==> src/rtl/mips_params.svh <==
`ifndef MIPS_PARAMS_SVH
`define MIPS_PARAMS_SVH

// Primary opcodes
`define OP_RTYPE  6'h00
`define OP_J      6'h02
`define OP_BEQ    6'h04
`define OP_BNE    6'h05
`define OP_ADDIU  6'h09
`define OP_ORI    6'h0d
`define OP_LUI    6'h0f
`define OP_LW     6'h23
`define OP_SW     6'h2b

// Function codes for R-type
`define FN_ADDU   6'h21
`define FN_SUBU   6'h23
`define FN_AND    6'h24
`define FN_OR     6'h25
`define FN_XOR    6'h26
`define FN_SLT    6'h2a

`define RESET_PC  32'h0000_0000
`define REG_COUNT 32

`endif

==> src/rtl/mips_pkg.sv <==
package mips_pkg;

    typedef logic [31:0] word_t;     // Data or address word
    typedef logic [4:0]  reg_addr_t; // Register index
    typedef logic [15:0] imm_t;      // Raw immediate field

    typedef enum logic [2:0] {
        ALU_ADD,
        ALU_SUB,
        ALU_AND,
        ALU_OR,
        ALU_XOR,
        ALU_SLT,
        ALU_LUI
    } alu_op_e;

    typedef enum logic [1:0] {
        MEM_NONE,
        MEM_LOAD,
        MEM_STORE
    } mem_op_e;

endpackage

==> src/rtl/mips_fetch.sv <==
`timescale 1ns/1ps
`include "mips_params.svh"

module mips_fetch
    import mips_pkg::*;
(
    input  logic  clk,
    input  logic  rst_n,
    input  logic  taken_i,
    input  word_t target_i,
    output word_t imem_addr_o,
    input  word_t imem_data_i,
    output word_t id_inst_o,
    output word_t id_pc_o
);

    word_t pc_q;

    assign imem_addr_o = pc_q;

    always_ff @(posedge clk or negedge rst_n) begin
        if (!rst_n) begin
            pc_q <= `RESET_PC;
        end else if (taken_i) begin
            pc_q <= target_i; // Delay slot is already being fetched
        end else begin
            pc_q <= pc_q + 32'd4;
        end
    end

    always_ff @(posedge clk or negedge rst_n) begin
        if (!rst_n) begin
            id_inst_o <= '0; // NOP
            id_pc_o   <= `RESET_PC;
        end else begin
            id_inst_o <= imem_data_i;
            id_pc_o   <= pc_q;
        end
    end

endmodule

==> src/rtl/mips_regfile.sv <==
`timescale 1ns/1ps
`include "mips_params.svh"

module mips_regfile
    import mips_pkg::*;
(
    input  logic      clk,
    input  logic      rst_n,
    input  reg_addr_t raddr1_i,
    input  reg_addr_t raddr2_i,
    output word_t     rdata1_o,
    output word_t     rdata2_o,
    input  logic      we_i,
    input  reg_addr_t waddr_i,
    input  word_t     wdata_i
);

    word_t regs [`REG_COUNT];

    always_ff @(posedge clk or negedge rst_n) begin
        if (!rst_n) begin
            for (int i = 0; i < `REG_COUNT; i++) begin
                regs[i] <= '0;
            end
        end else if (we_i && waddr_i != '0) begin
            regs[waddr_i] <= wdata_i;
        end
    end

    // Same-cycle write is returned to the reader
    assign rdata1_o = (raddr1_i == '0) ? '0 :
                      (we_i && waddr_i == raddr1_i) ? wdata_i : regs[raddr1_i];
    assign rdata2_o = (raddr2_i == '0) ? '0 :
                      (we_i && waddr_i == raddr2_i) ? wdata_i : regs[raddr2_i];

endmodule

==> src/rtl/mips_decode.sv <==
`timescale 1ns/1ps
`include "mips_params.svh"

module mips_decode
    import mips_pkg::*;
(
    input  word_t     inst_i,
    input  word_t     pc_i,
    output reg_addr_t rs_addr_o,
    output reg_addr_t rt_addr_o,
    input  word_t     rs_data_i,
    input  word_t     rt_data_i,
    input  reg_addr_t ex_dst_i,
    input  word_t     ex_result_i,
    input  mem_op_e   ex_mem_op_i,
    input  logic      mm_we_i,
    input  reg_addr_t mm_dst_i,
    input  word_t     mm_result_i,
    output logic      taken_o,
    output word_t     target_o,
    output alu_op_e   alu_op_o,
    output mem_op_e   mem_op_o,
    output logic      use_imm_o,
    output word_t     imm_o,
    output reg_addr_t dst_o,
    output logic      we_o,
    output word_t     op_a_o,
    output word_t     op_b_o
);

    logic [5:0]  opcode;
    logic [5:0]  funct;
    reg_addr_t   rs;
    reg_addr_t   rt;
    reg_addr_t   rd;
    imm_t        imm;
    logic [25:0] jidx;

    reg_addr_t   dst;
    logic        wr_en;
    logic        is_beq;
    logic        is_bne;
    logic        is_j;
    word_t       pc_plus4;
    word_t       br_offset;

    assign opcode = inst_i[31:26];
    assign rs     = inst_i[25:21];
    assign rt     = inst_i[20:16];
    assign rd     = inst_i[15:11];
    assign funct  = inst_i[5:0];
    assign imm    = inst_i[15:0];
    assign jidx   = inst_i[25:0];

    assign rs_addr_o = rs;
    assign rt_addr_o = rt;

    always_comb begin
        alu_op_o  = ALU_ADD;
        mem_op_o  = MEM_NONE;
        use_imm_o = 1'b0;
        imm_o     = {{16{imm[15]}}, imm};
        wr_en     = 1'b0;
        dst       = rt;
        is_beq    = 1'b0;
        is_bne    = 1'b0;
        is_j      = 1'b0;
        case (opcode)
            `OP_RTYPE: begin
                dst   = rd;
                wr_en = 1'b1;
                case (funct)
                    `FN_ADDU: alu_op_o = ALU_ADD;
                    `FN_SUBU: alu_op_o = ALU_SUB;
                    `FN_AND:  alu_op_o = ALU_AND;
                    `FN_OR:   alu_op_o = ALU_OR;
                    `FN_XOR:  alu_op_o = ALU_XOR;
                    `FN_SLT:  alu_op_o = ALU_SLT;
                    default:  wr_en    = 1'b0; // NOP and unsupported functs
                endcase
            end
            `OP_ADDIU: begin
                use_imm_o = 1'b1;
                wr_en     = 1'b1;
            end
            `OP_ORI: begin
                alu_op_o  = ALU_OR;
                use_imm_o = 1'b1;
                imm_o     = {16'h0000, imm}; // Zero-extended
                wr_en     = 1'b1;
            end
            `OP_LUI: begin
                alu_op_o  = ALU_LUI;
                use_imm_o = 1'b1;
                imm_o     = {16'h0000, imm};
                wr_en     = 1'b1;
            end
            `OP_LW: begin
                mem_op_o  = MEM_LOAD;
                use_imm_o = 1'b1;
                wr_en     = 1'b1;
            end
            `OP_SW: begin
                mem_op_o  = MEM_STORE;
                use_imm_o = 1'b1;
            end
            `OP_BEQ: is_beq = 1'b1;
            `OP_BNE: is_bne = 1'b1;
            `OP_J:   is_j   = 1'b1;
            default: ;
        endcase
    end

    // Non-writing instructions carry r0 so they never match a forward
    assign we_o  = wr_en;
    assign dst_o = wr_en ? dst : '0;

    function automatic word_t fwd_operand(input reg_addr_t addr, input word_t rf_data);
        word_t value;
        value = rf_data;
        if (addr != '0 && mm_we_i && addr == mm_dst_i) begin
            value = mm_result_i;
        end
        if (addr != '0 && addr == ex_dst_i && ex_mem_op_i != MEM_LOAD) begin
            value = ex_result_i; // Youngest result wins
        end
        return value;
    endfunction

    always_comb begin
        op_a_o = fwd_operand(rs, rs_data_i);
        op_b_o = fwd_operand(rt, rt_data_i);
    end

    assign pc_plus4  = pc_i + 32'd4;
    assign br_offset = {{14{imm[15]}}, imm, 2'b00};

    assign taken_o  = is_j
                    | (is_beq && op_a_o == op_b_o)
                    | (is_bne && op_a_o != op_b_o);
    assign target_o = is_j ? {pc_plus4[31:28], jidx, 2'b00} : pc_plus4 + br_offset;

endmodule

==> src/rtl/mips_execute.sv <==
`timescale 1ns/1ps

module mips_execute
    import mips_pkg::*;
(
    input  logic      clk,
    input  logic      rst_n,
    input  alu_op_e   alu_op_i,
    input  mem_op_e   mem_op_i,
    input  logic      use_imm_i,
    input  word_t     imm_i,
    input  reg_addr_t dst_i,
    input  logic      we_i,
    input  word_t     op_a_i,
    input  word_t     op_b_i,
    output word_t     result_o,
    output word_t     store_data_o,
    output reg_addr_t dst_o,
    output logic      we_o,
    output mem_op_e   mem_op_o
);

    alu_op_e alu_op_q;
    mem_op_e mem_op_q;
    logic    use_imm_q;
    word_t   imm_q;
    reg_addr_t dst_q;
    logic    we_q;
    word_t   op_a_q;
    word_t   op_b_q;
    word_t   alu_b;

    always_ff @(posedge clk or negedge rst_n) begin
        if (!rst_n) begin
            alu_op_q  <= ALU_ADD;
            mem_op_q  <= MEM_NONE;
            use_imm_q <= 1'b0;
            imm_q     <= '0;
            dst_q     <= '0;
            we_q      <= 1'b0;
            op_a_q    <= '0;
            op_b_q    <= '0;
        end else begin
            alu_op_q  <= alu_op_i;
            mem_op_q  <= mem_op_i;
            use_imm_q <= use_imm_i;
            imm_q     <= imm_i;
            dst_q     <= dst_i;
            we_q      <= we_i;
            op_a_q    <= op_a_i;
            op_b_q    <= op_b_i;
        end
    end

    assign alu_b = use_imm_q ? imm_q : op_b_q;

    always_comb begin
        case (alu_op_q)
            ALU_ADD: result_o = op_a_q + alu_b; // Also the load/store address
            ALU_SUB: result_o = op_a_q - alu_b;
            ALU_AND: result_o = op_a_q & alu_b;
            ALU_OR:  result_o = op_a_q | alu_b;
            ALU_XOR: result_o = op_a_q ^ alu_b;
            ALU_SLT: result_o = {31'b0, $signed(op_a_q) < $signed(alu_b)};
            ALU_LUI: result_o = {alu_b[15:0], 16'h0000};
            default: result_o = '0;
        endcase
    end

    assign store_data_o = op_b_q;
    assign dst_o        = dst_q;
    assign we_o         = we_q;
    assign mem_op_o     = mem_op_q;

endmodule

==> src/rtl/mips_memwb.sv <==
`timescale 1ns/1ps

module mips_memwb
    import mips_pkg::*;
(
    input  logic      clk,
    input  logic      rst_n,
    input  word_t     ex_result_i,
    input  word_t     ex_store_data_i,
    input  reg_addr_t ex_dst_i,
    input  logic      ex_we_i,
    input  mem_op_e   ex_mem_op_i,
    output word_t     dmem_addr_o,
    output logic      dmem_rd_o,
    output logic      dmem_wr_o,
    output word_t     dmem_wdata_o,
    input  word_t     dmem_rdata_i,
    output logic      mm_we_o,
    output reg_addr_t mm_dst_o,
    output word_t     mm_result_o,
    output logic      wb_we_o,
    output reg_addr_t wb_addr_o,
    output word_t     wb_data_o
);

    word_t     mm_result_q;
    word_t     mm_store_q;
    reg_addr_t mm_dst_q;
    logic      mm_we_q;
    mem_op_e   mm_mem_op_q;

    always_ff @(posedge clk or negedge rst_n) begin
        if (!rst_n) begin
            mm_result_q <= '0;
            mm_store_q  <= '0;
            mm_dst_q    <= '0;
            mm_we_q     <= 1'b0;
            mm_mem_op_q <= MEM_NONE;
        end else begin
            mm_result_q <= ex_result_i;
            mm_store_q  <= ex_store_data_i;
            mm_dst_q    <= ex_dst_i;
            mm_we_q     <= ex_we_i;
            mm_mem_op_q <= ex_mem_op_i;
        end
    end

    assign dmem_addr_o  = mm_result_q;
    assign dmem_rd_o    = (mm_mem_op_q == MEM_LOAD);
    assign dmem_wr_o    = (mm_mem_op_q == MEM_STORE);
    assign dmem_wdata_o = mm_store_q;

    assign mm_we_o     = mm_we_q;
    assign mm_dst_o    = mm_dst_q;
    assign mm_result_o = dmem_rd_o ? dmem_rdata_i : mm_result_q;

    always_ff @(posedge clk or negedge rst_n) begin
        if (!rst_n) begin
            wb_we_o   <= 1'b0;
            wb_addr_o <= '0;
            wb_data_o <= '0;
        end else begin
            wb_we_o   <= mm_we_q && (mm_dst_q != '0); // r0 is never reported
            wb_addr_o <= mm_dst_q;
            wb_data_o <= mm_result_o;
        end
    end

endmodule

==> src/rtl/mips_core.sv <==
`timescale 1ns/1ps

module mips_core
    import mips_pkg::*;
(
    input  logic      clk,
    input  logic      rst_n,
    output word_t     imem_addr_o,
    input  word_t     imem_data_i,
    output word_t     dmem_addr_o,
    output logic      dmem_rd_o,
    output logic      dmem_wr_o,
    output word_t     dmem_wdata_o,
    input  word_t     dmem_rdata_i,
    output logic      wb_we_o,
    output reg_addr_t wb_addr_o,
    output word_t     wb_data_o
);

    logic      id_taken;
    word_t     id_target;
    word_t     id_inst;
    word_t     id_pc;
    reg_addr_t id_rs_addr;
    reg_addr_t id_rt_addr;
    word_t     id_rs_data;
    word_t     id_rt_data;
    alu_op_e   id_alu_op;
    mem_op_e   id_mem_op;
    logic      id_use_imm;
    word_t     id_imm;
    reg_addr_t id_dst;
    logic      id_we;
    word_t     id_op_a;
    word_t     id_op_b;

    word_t     ex_result;
    word_t     ex_store_data;
    reg_addr_t ex_dst;
    logic      ex_we;
    mem_op_e   ex_mem_op;

    logic      mm_we;
    reg_addr_t mm_dst;
    word_t     mm_result;

    mips_fetch u_fetch (
        .clk         (clk),
        .rst_n       (rst_n),
        .taken_i     (id_taken),
        .target_i    (id_target),
        .imem_addr_o (imem_addr_o),
        .imem_data_i (imem_data_i),
        .id_inst_o   (id_inst),
        .id_pc_o     (id_pc)
    );

    mips_regfile u_regfile (
        .clk      (clk),
        .rst_n    (rst_n),
        .raddr1_i (id_rs_addr),
        .raddr2_i (id_rt_addr),
        .rdata1_o (id_rs_data),
        .rdata2_o (id_rt_data),
        .we_i     (wb_we_o),
        .waddr_i  (wb_addr_o),
        .wdata_i  (wb_data_o)
    );

    mips_decode u_decode (
        .inst_i      (id_inst),
        .pc_i        (id_pc),
        .rs_addr_o   (id_rs_addr),
        .rt_addr_o   (id_rt_addr),
        .rs_data_i   (id_rs_data),
        .rt_data_i   (id_rt_data),
        .ex_dst_i    (ex_dst),
        .ex_result_i (ex_result),
        .ex_mem_op_i (ex_mem_op),
        .mm_we_i     (mm_we),
        .mm_dst_i    (mm_dst),
        .mm_result_i (mm_result),
        .taken_o     (id_taken),
        .target_o    (id_target),
        .alu_op_o    (id_alu_op),
        .mem_op_o    (id_mem_op),
        .use_imm_o   (id_use_imm),
        .imm_o       (id_imm),
        .dst_o       (id_dst),
        .we_o        (id_we),
        .op_a_o      (id_op_a),
        .op_b_o      (id_op_b)
    );

    mips_execute u_execute (
        .clk          (clk),
        .rst_n        (rst_n),
        .alu_op_i     (id_alu_op),
        .mem_op_i     (id_mem_op),
        .use_imm_i    (id_use_imm),
        .imm_i        (id_imm),
        .dst_i        (id_dst),
        .we_i         (id_we),
        .op_a_i       (id_op_a),
        .op_b_i       (id_op_b),
        .result_o     (ex_result),
        .store_data_o (ex_store_data),
        .dst_o        (ex_dst),
        .we_o         (ex_we),
        .mem_op_o     (ex_mem_op)
    );

    mips_memwb u_memwb (
        .clk             (clk),
        .rst_n           (rst_n),
        .ex_result_i     (ex_result),
        .ex_store_data_i (ex_store_data),
        .ex_dst_i        (ex_dst),
        .ex_we_i         (ex_we),
        .ex_mem_op_i     (ex_mem_op),
        .dmem_addr_o     (dmem_addr_o),
        .dmem_rd_o       (dmem_rd_o),
        .dmem_wr_o       (dmem_wr_o),
        .dmem_wdata_o    (dmem_wdata_o),
        .dmem_rdata_i    (dmem_rdata_i),
        .mm_we_o         (mm_we),
        .mm_dst_o        (mm_dst),
        .mm_result_o     (mm_result),
        .wb_we_o         (wb_we_o),
        .wb_addr_o       (wb_addr_o),
        .wb_data_o       (wb_data_o)
    );

endmodule

==> config.mk <==
export PLATFORM = sky130hd
export DESIGN_NAME = mips_core
export DESIGN_NICKNAME = d
export VERILOG_FILES = /design/src/rtl/mips_pkg.sv /design/src/rtl/mips_fetch.sv /design/src/rtl/mips_regfile.sv /design/src/rtl/mips_decode.sv /design/src/rtl/mips_execute.sv /design/src/rtl/mips_memwb.sv /design/src/rtl/mips_core.sv
export VERILOG_INCLUDE_DIRS = /design/src /design/src/rtl
export SDC_FILE = /design/constraint.sdc
export NUM_CORES = 2
export LEC_CHECK = 0
export BUFFER_PORTS_ARGS = -buffer_cell sky130_fd_sc_hd__buf_4
export CORE_MARGIN = 3
export CORE_UTILIZATION = 45
export CTS_CLUSTER_DIAMETER = 60
export DETAILED_ROUTE_END_ITERATION = 16
export HOLD_SLACK_MARGIN = 0.02
export MAX_ROUTING_LAYER = met4
export PLACE_DENSITY = 0.62
export SYNTH_ARGS = -nofsm -noshare
export SYNTH_HDL_FRONTEND = slang
export SYNTH_SLANG_ARGS = --single-unit
export TNS_END_PERCENT = 100
==> constraint.sdc <==
create_clock -name clk -period 9.1 [get_ports clk]
set_input_delay 0.455 -clock clk [delete_from_list [all_inputs] [get_ports clk]]
set_output_delay 0.455 -clock clk [all_outputs]
set_load 0.05 [all_outputs]
Word-level counts from Yosys, hierarchy flattened
Cells that the tools add are included.
{"block": "word_totals", "reg_bits": 1338, "input_bits": 66}
{"block": "classes", "add_sub_neg": 5, "order_cmp": 5, "eq_ne": 31, "muxes": 34, "n_bitwise": 8, "n_reduce_logical": 27}
{"operator": "1024-bit bitwise mux", "count": 1}
{"operator": "32-bit two-way mux", "count": 18}
{"operator": "32-bit binary-select mux with 5-bit select", "count": 2}
{"operator": "32-bit one-hot mux with 7 select lines", "count": 1}
{"operator": "32-bit demux with 5-bit select", "count": 1}
{"operator": "32-bit by 3-bit adder with 32-bit output, second input constant", "count": 2}
{"operator": "32-bit adder", "count": 2}
{"operator": "6-bit == test, second input constant", "count": 8}
{"operator": "32-bit bitwise AND", "count": 1}
{"operator": "32-bit == test", "count": 1}
{"operator": "32-bit less-than comparator", "count": 1}
{"operator": "32-bit != test", "count": 1}
{"operator": "32-bit bitwise OR", "count": 1}
{"operator": "32-bit subtractor", "count": 1}
{"operator": "32-bit bitwise XOR", "count": 1}
{"operator": "5-bit == test", "count": 6}
{"operator": "5-bit nonzero test", "count": 4}
{"operator": "6-bit by 4-bit == test with 1-bit output, second input constant", "count": 3}
{"operator": "6-bit >= comparator, second input constant", "count": 3}
{"operator": "5-bit inverter with 6-bit output", "count": 3}
{"operator": "1-bit logical AND", "count": 15}
{"operator": "3-bit one-hot mux with 5 select lines", "count": 1}
{"operator": "6-bit by 3-bit == test with 1-bit output, second input constant", "count": 2}
{"operator": "5-bit logical NOT", "count": 2}
{"operator": "20 further kinds", "count": 29}

Logic depth before layout (Yosys ltp)
{"block": "depth", "depth_word": 13, "mapped_depth": 28}

Cells and area by module
A second synthesis with hierarchy kept.
{"block": "unflattened", "hier_cells": 5865, "area_unflattened_um2": 74903.1}
{"mod": "mips_regfile", "n_inst": 1, "cells_per_inst": 3673, "area_each_um2": 54544.8, "seq_area_each_um2": 25624.6}
{"mod": "mips_execute", "n_inst": 1, "cells_per_inst": 966, "area_each_um2": 8393.0, "seq_area_each_um2": 2702.6}
{"mod": "mips_decode", "n_inst": 1, "cells_per_inst": 825, "area_each_um2": 5293.8, "seq_area_each_um2": 0.0}
{"mod": "mips_fetch", "n_inst": 1, "cells_per_inst": 251, "area_each_um2": 3340.7, "seq_area_each_um2": 2402.3}
{"mod": "mips_memwb", "n_inst": 1, "cells_per_inst": 150, "area_each_um2": 3330.7, "seq_area_each_um2": 2752.6}

Worst setup path before layout
OpenSTA, ideal clock, no wires.
{"block": "synth_path", "path_kind": "register to register", "from": "reg u_execute.use_imm_q", "to": "reg u_fetch.pc_q[0] (netlist: u_fetch.imem_addr_o[0])", "setup_time_ns": 0.132, "arrival_ns": 6.205, "required_time_ns": 8.968, "slack_ns": 2.763, "path_stages_with_launch": 23, "n_path_buf": 3, "path_cell_list": "dfrtp_1 clkbuf_1 clkbuf_1 mux2i_1 inv_1 fa_1 or2_2 a211oi_2 o21bai_1 a311o_1 a32oi_1 o21ai_0 a211oi_1 xor2_1 or4_1 nor4_1 nand4_1 or4_4 nor2_4 mux2i_1 buf_2 mux2i_1 nor2_1"}
{"block": "synth_between", "elab_chain_cells": 9, "word_cells_on_any_way": 17, "cone_classes": "add/sub: 2; order compare: 1; eq/ne: 2; mux: 5; bitwise: 5; reduce/logical: 2"}
{"element": "start: declaration", "line_no": "mips_execute.sv:25", "text": "logic use_imm_q;"}
{"element": "start signal: assignment", "line_no": "mips_execute.sv:46", "text": "use_imm_q <= use_imm_i;"}
{"element": "32-bit two-way mux (*)", "line_no": "mips_execute.sv:55", "text": "assign alu_b = use_imm_q ? imm_q : op_b_q;"}
{"element": "32-bit subtractor, or another cell as far along", "line_no": "mips_execute.sv:60", "text": "ALU_SUB: result_o = op_a_q - alu_b;"}
{"element": "32-bit one-hot mux with 7 select lines (*)", "line_no": "mips_execute.sv:58", "text": "case (alu_op_q)"}
{"element": "net ex_result[6]", "line_no": "mips_core.sv:37", "text": "word_t ex_result;"}
{"element": "32-bit two-way mux", "line_no": "mips_decode.sv:124", "text": "if (addr != '0 && addr == ex_dst_i && ex_mem_op_i != MEM_LOAD) begin"}
{"element": "32-bit == test", "line_no": "mips_decode.sv:139", "text": "| (is_beq && op_a_o == op_b_o)"}
{"element": "1-bit logical AND", "line_no": "mips_decode.sv:139"}
{"element": "1-bit bitwise OR", "line_no": "mips_decode.sv:139"}
{"element": "1-bit bitwise OR (*)", "line_no": "mips_decode.sv:140", "text": "| (is_bne && op_a_o != op_b_o);"}
{"element": "32-bit two-way mux (*)", "line_no": "mips_fetch.sv:24", "text": "end else if (taken_i) begin"}
{"element": "end signal: assignment", "line_no": "mips_fetch.sv:23", "text": "pc_q <= `RESET_PC;"}
{"element": "end signal: assignment", "line_no": "mips_fetch.sv:25", "text": "pc_q <= target_i;"}
{"element": "end signal: assignment", "line_no": "mips_fetch.sv:27", "text": "pc_q <= pc_q + 32'd4;"}
{"element": "end: declaration", "line_no": "mips_fetch.sv:17", "text": "word_t pc_q;"}
The timed path passes the listed nets; every way through them passes the cells marked *.
A chain may end at the register's enable or synchronous reset.

Final worst setup path
{"block": "layout_path", "from": "reg u_execute.use_imm_q", "to": "reg u_fetch.pc_q[2] (netlist: u_fetch.imem_addr_o[2])"}
Same word-level chain as after synthesis.

==> impl_summary.log <==
INFO  metric maxSlewViolCount = 0
INFO  metric final_min_period_over_clock_period = 90.6%
INFO  metric cts-buffers-inserted = 154
INFO  metric synth.yosys.warnings = 0
INFO  metric cts_post_setup_buffers_inserted = 0
INFO  metric die_height = 417 um
INFO  metric crit_type = reg2reg
INFO  metric syn_nets = 6312
INFO  metric leakage_power_summed_over_all_cells = 39.2 nW
INFO  metric share_seq_of_total_power = 42.1%
INFO  metric design.die.area = 174000 sq um
INFO  metric ir_drop = 0.175 mV
INFO  metric outcome = finished, final reports clean
INFO  metric initial_core_util = 45.4%
INFO  metric area.growth.synth_to_final = 12.4%
INFO  metric synth_enable_flop_cells = 0
INFO  metric fillerInstances = 14500
INFO  metric cts_tree = yes
INFO  metric postLayoutSetupSlackWorst = 856 ps
INFO  metric finalWeightedCongestion = 1.04
INFO  metric syn-cell-area = 76000 sq um
INFO  metric drt_pass1_iterations = 6
INFO  metric data_required_time_of_the_critical_path = 9810 ps
INFO  metric detail_route.wirelength = 282000 um
INFO  metric drive_above_1_share = 35.9%
INFO  metric slew_headroom = 5.96%
INFO  metric post_cts.resized_instances = 0
INFO  metric via_count_of_the_first_global_routing_pass = 56400
INFO  metric route.detailed.vias_per_inst = 6.63
INFO  metric power.combinational.fraction = 16.1%
INFO  metric setup_tns = 0 ps
INFO  metric max-clock-path-buffers = 3
INFO  metric number_of_library_cell_types_mapped_by_synthesis = 96
INFO  metric worst_slew_pin_slew = 1410 ps
INFO  metric grt.overflow.total = 0
INFO  metric grt_usage = 33.1%
INFO  metric achievable-frequency = 0.121 GHz
INFO  metric grt_antenna_before_repair = 14
INFO  metric timing.clock.skew = 36.5 ps
INFO  metric critical_path.startpoint_type = register
INFO  metric post_dp_cell_area = 79700 sq um
INFO  metric grt_first_pass_wirelength = 407000 um
INFO  metric synth_seq_cells = 1323
INFO  metric vias = 56200
INFO  metric worst_endpoint_data_arrival_time = 8950 ps
INFO  metric final_area = 85400 sq um
INFO  metric grt_max_degree = 180
INFO  metric holdCritPathClass = in2reg
INFO  metric number_of_buffers_inserted_for_hold_repair_after_clock_tree_synthesis = 59
INFO  metric clock_tree.htree_level_count = 4
INFO  metric row_count = 150
INFO  metric detail-route-antenna-nets = 0
INFO  metric detail_route.drc_violations = 0
INFO  metric clockRootBuffer = sky130_fd_sc_hd__clkbuf_16
INFO  metric first_iter_violations = 6885
INFO  metric clkLatencyLatePin = 830 ps
INFO  metric fin_util = 51.0%
INFO  metric floorplan.die.width = 417 um
INFO  metric setup-violations-final = 0
INFO  metric setup.worst_path.end_class = register
INFO  metric syn-mean-instance-area = 12.5 sq um
INFO  metric synth.yosys.seq_area_share = 43.5%
INFO  metric finalWorstPathRequiredPeriod = 8240 ps
INFO  metric syn_inst = 6097
INFO  metric floorplan.core_area = 168000 sq um
INFO  metric place_worst_setup_slack = 829 ps
INFO  metric power_density = 175 nW/um^2
INFO  metric boundaryPins = 202
INFO  metric report.final.hold_viol_count = 0
INFO  metric critical_path.max_fanout = 47
INFO  metric switching_power = 4.59 mW
INFO  metric synth-main-ff-cell = sky130_fd_sc_hd__dfrtp_1
INFO  metric cts.clk_slew.worst_paths = 60 ps
INFO  metric fin_nets = 6368
INFO  metric dp.final_hpwl = 182000 um
INFO  metric clock_sink_count = 1323
INFO  metric portBuffers = 201
INFO  metric route.detailed.wl_per_inst = 33.3 um
INFO  metric clkPwrFrac = 41.8%
INFO  metric netSwitchingFraction = 30.7%
INFO  metric synth-async-reset-ratio = 100%
INFO  metric drv.max_cap_violation_count = 0
INFO  metric internal_power = 10.4 mW
INFO  metric grt_setup_unrepaired = false
==> placed cells by master (no fill, tap or decap), types with 17 or more instances in the layout <==
| cell | n |
|---|---|
| sky130_fd_sc_hd__a211oi_1 | 62 |
| sky130_fd_sc_hd__nand2b_1 | 34 |
| sky130_fd_sc_hd__buf_4 | 373 |
| sky130_fd_sc_hd__o221ai_1 | 27 |
| sky130_fd_sc_hd__nor4_1 | 27 |
| sky130_fd_sc_hd__mux4_2 | 474 |
| sky130_fd_sc_hd__o22ai_1 | 49 |
| sky130_fd_sc_hd__clkbuf_1 | 26 |
| sky130_fd_sc_hd__nor2_1 | 281 |
| sky130_fd_sc_hd__mux2_2 | 1026 |
| sky130_fd_sc_hd__mux2i_1 | 306 |
| sky130_fd_sc_hd__o211ai_1 | 35 |
| sky130_fd_sc_hd__a21o_1 | 30 |
| sky130_fd_sc_hd__and3_1 | 35 |
| sky130_fd_sc_hd__clkinv_2 | 25 |
| sky130_fd_sc_hd__dlygate4sd3_1 | 59 |
| sky130_fd_sc_hd__xnor2_1 | 104 |
| sky130_fd_sc_hd__and2_1 | 23 |
| sky130_fd_sc_hd__nand4_1 | 34 |
| sky130_fd_sc_hd__clkbuf_16 | 156 |
| sky130_fd_sc_hd__a21oi_1 | 221 |
| sky130_fd_sc_hd__a31oi_1 | 32 |
| sky130_fd_sc_hd__xor2_1 | 42 |
| sky130_fd_sc_hd__nand2_1 | 214 |
| sky130_fd_sc_hd__ha_1 | 146 |
| sky130_fd_sc_hd__or2_2 | 26 |
| sky130_fd_sc_hd__inv_1 | 168 |
| sky130_fd_sc_hd__a221oi_1 | 32 |
| sky130_fd_sc_hd__a22oi_1 | 92 |
| sky130_fd_sc_hd__dfrtp_1 | 1312 |
| sky130_fd_sc_hd__nand3_1 | 84 |
| sky130_fd_sc_hd__o21ai_0 | 120 |
| sky130_fd_sc_hd__nor3_1 | 87 |
| sky130_fd_sc_hd__clkbuf_8 | 33 |
| sky130_fd_sc_hd__nor2b_1 | 43 |
| sky130_fd_sc_hd__a32oi_1 | 17 |
| sky130_fd_sc_hd__o21a_1 | 30 |
| sky130_fd_sc_hd__or3_1 | 22 |
==> metrics by stage <==
stage | power [mW] | std cells | hold WS [ps]
global route | 15.4 | 8481 | 31.6
detailed placement | 8.75 | 8142 | 340
global placement | 8.74 | 8142 | 333
floorplan | 7.75 | 6097 | 159
CTS | 15.0 | 8477 | 21.7
finish | 15.0 | 8483 | 87.0
==> flip-flops by register name (all words and copies together) (netlist names) <==
register                flops
u_execute.imm_q            17
u_fetch.id_inst_o          32
u_execute.op_a_q           32
u_memwb.wb_data_o          32
u_execute.we_o              1
u_memwb.dmem_wdata_o       32
u_regfile.regs           1024
u_execute.mem_op_o          2
u_memwb.mm_mem_op_q         2
u_memwb.mm_we_o             1
u_memwb.dmem_addr_o        32
u_execute.use_imm_q         1
u_execute.dst_o             5
u_fetch.id_pc_o            32
u_fetch.imem_addr_o        32
u_memwb.wb_we_o             1
u_execute.alu_op_q          3
u_execute.store_data_o     32
u_memwb.wb_addr_o           5
u_memwb.mm_dst_o            5
==> logic make-up after synthesis <==
kind of cell               share of synthesized area [%]
xor gates and xnor gates                            1.68
DFF                                                 43.5
muxes                                               33.3
AOI/OAI and AO/OA                                   8.55
adders and majority gates                           2.48
buffers and inverters                               4.02
and+or+nand+nor                                     6.45
==> layout make-up <==
class,instances,area (sq um),area share [%]
Timing Repair Buffer,448,3720,4.35
Clock buffer,215,4460,5.21
Clock inverter,61,636,0.744
Sequential cell,1323,33100,38.8
Multi-Input combinational cell,4052,40100,46.9
Antenna cell,6,15.0,0.0176
Tap cell,2204,2760,3.23
Inverter,174,653,0.764
==> worst paths after layout <==
check	startpoint	to	slack, ps	depth (start not counted)
max reg2reg	u_execute.use_imm_q	u_fetch.imem_addr_o[2]	860	21
min in group asynchronous	rst_n	u_regfile.regs[295]	290	2
max	u_execute.use_imm_q	u_fetch.imem_addr_o[2]	860	21
min	dmem_rdata_i[17]	u_memwb.wb_data_o[17]	90	2
min reg2reg	u_execute.we_o	u_memwb.mm_we_o	350	0
max in group asynchronous	rst_n	u_execute.op_a_q[28]	6430	4
==> metal layers <==
metal / track usage (%) / wire length, um / vias to the layer above / part of all wire, %
li1: - / - / 23000 / -
met1: 42.2 / 111000 / 29500 / 39
met2: 49.8 / 128000 / 2934 / 45
met3: 7.27 / 25600 / 759 / 9.0
met4: 17.1 / 17400 / 0 / 6.2
met5: - / 0 / - / 0
==> cells in the mapped netlist, types with 10 or more instances <==
cell type	count	area (sq um)
sky130_fd_sc_hd__clkbuf_1	330	1240
sky130_fd_sc_hd__o22ai_1	49	307
sky130_fd_sc_hd__nor3_1	89	445
sky130_fd_sc_hd__and3_1	35	219
sky130_fd_sc_hd__mux2_2	1026	11600
sky130_fd_sc_hd__ha_1	146	1830
sky130_fd_sc_hd__nor2_1	299	1120
sky130_fd_sc_hd__a21o_1	30	225
sky130_fd_sc_hd__xnor2_1	104	911
sky130_fd_sc_hd__o31ai_1	13	97.6
sky130_fd_sc_hd__xor2_1	42	368
sky130_fd_sc_hd__a211o_1	14	123
sky130_fd_sc_hd__a32oi_1	17	149
sky130_fd_sc_hd__a31oi_1	32	200
sky130_fd_sc_hd__or3_1	25	156
sky130_fd_sc_hd__mux2i_1	306	3060
sky130_fd_sc_hd__and2_1	23	144
sky130_fd_sc_hd__a22o_1	12	105
sky130_fd_sc_hd__a22oi_1	92	691
sky130_fd_sc_hd__o21ai_0	120	601
sky130_fd_sc_hd__o211ai_1	35	263
sky130_fd_sc_hd__buf_2	68	340
sky130_fd_sc_hd__o21bai_1	15	113
sky130_fd_sc_hd__nand4_1	34	213
sky130_fd_sc_hd__o21a_1	30	225
sky130_fd_sc_hd__buf_4	48	360
sky130_fd_sc_hd__nor4_1	28	175
sky130_fd_sc_hd__buf_1	92	345
sky130_fd_sc_hd__mux4_2	474	10700
sky130_fd_sc_hd__inv_1	171	642
sky130_fd_sc_hd__nor2b_1	49	307
sky130_fd_sc_hd__nand2b_1	34	213
sky130_fd_sc_hd__nand3_1	85	425
sky130_fd_sc_hd__a221oi_1	32	280
sky130_fd_sc_hd__a21oi_1	221	1110
sky130_fd_sc_hd__or2_2	26	163
sky130_fd_sc_hd__o221ai_1	27	236
sky130_fd_sc_hd__a221o_1	12	120
sky130_fd_sc_hd__nand2_1	225	845
sky130_fd_sc_hd__a211oi_1	62	465
sky130_fd_sc_hd__or4_1	10	75.1
sky130_fd_sc_hd__nor3b_1	12	90.1
sky130_fd_sc_hd__dfrtp_1	1323	33100
==> worst max-delay path, stage by stage, from the launching register on <==
cell                       delay (ps)
sky130_fd_sc_hd__dfrtp_1          870
sky130_fd_sc_hd__mux2i_1          380
sky130_fd_sc_hd__inv_1            110
sky130_fd_sc_hd__ha_1             240
sky130_fd_sc_hd__fa_1             460
sky130_fd_sc_hd__or2_2            350
sky130_fd_sc_hd__a211oi_2         410
sky130_fd_sc_hd__o21bai_1         150
sky130_fd_sc_hd__a311o_1          400
sky130_fd_sc_hd__a32oi_1          190
sky130_fd_sc_hd__o21ai_0          310
sky130_fd_sc_hd__a211oi_1         430
sky130_fd_sc_hd__xor2_1           150
sky130_fd_sc_hd__or4_1            580
sky130_fd_sc_hd__nor4_1           600
sky130_fd_sc_hd__nand4_1          240
sky130_fd_sc_hd__or4_4            600
sky130_fd_sc_hd__nor2_4           280
sky130_fd_sc_hd__buf_4            710
sky130_fd_sc_hd__mux2i_1          280
sky130_fd_sc_hd__mux2i_1          100
sky130_fd_sc_hd__a311oi_1         260
==> power by group through the flow <==
stage                     logic [mW]  clock network, mW  registers (mW)
final                           2.41               6.26            6.30
after global routing            2.56               6.57            6.31
after CTS                       2.38               6.33            6.29
after detailed placement        2.35                  0            6.39
after global placement          2.35                  0            6.39
after floorplan                 1.22                  0            6.53
Note: power is estimated with default switching activity, not from simulation.
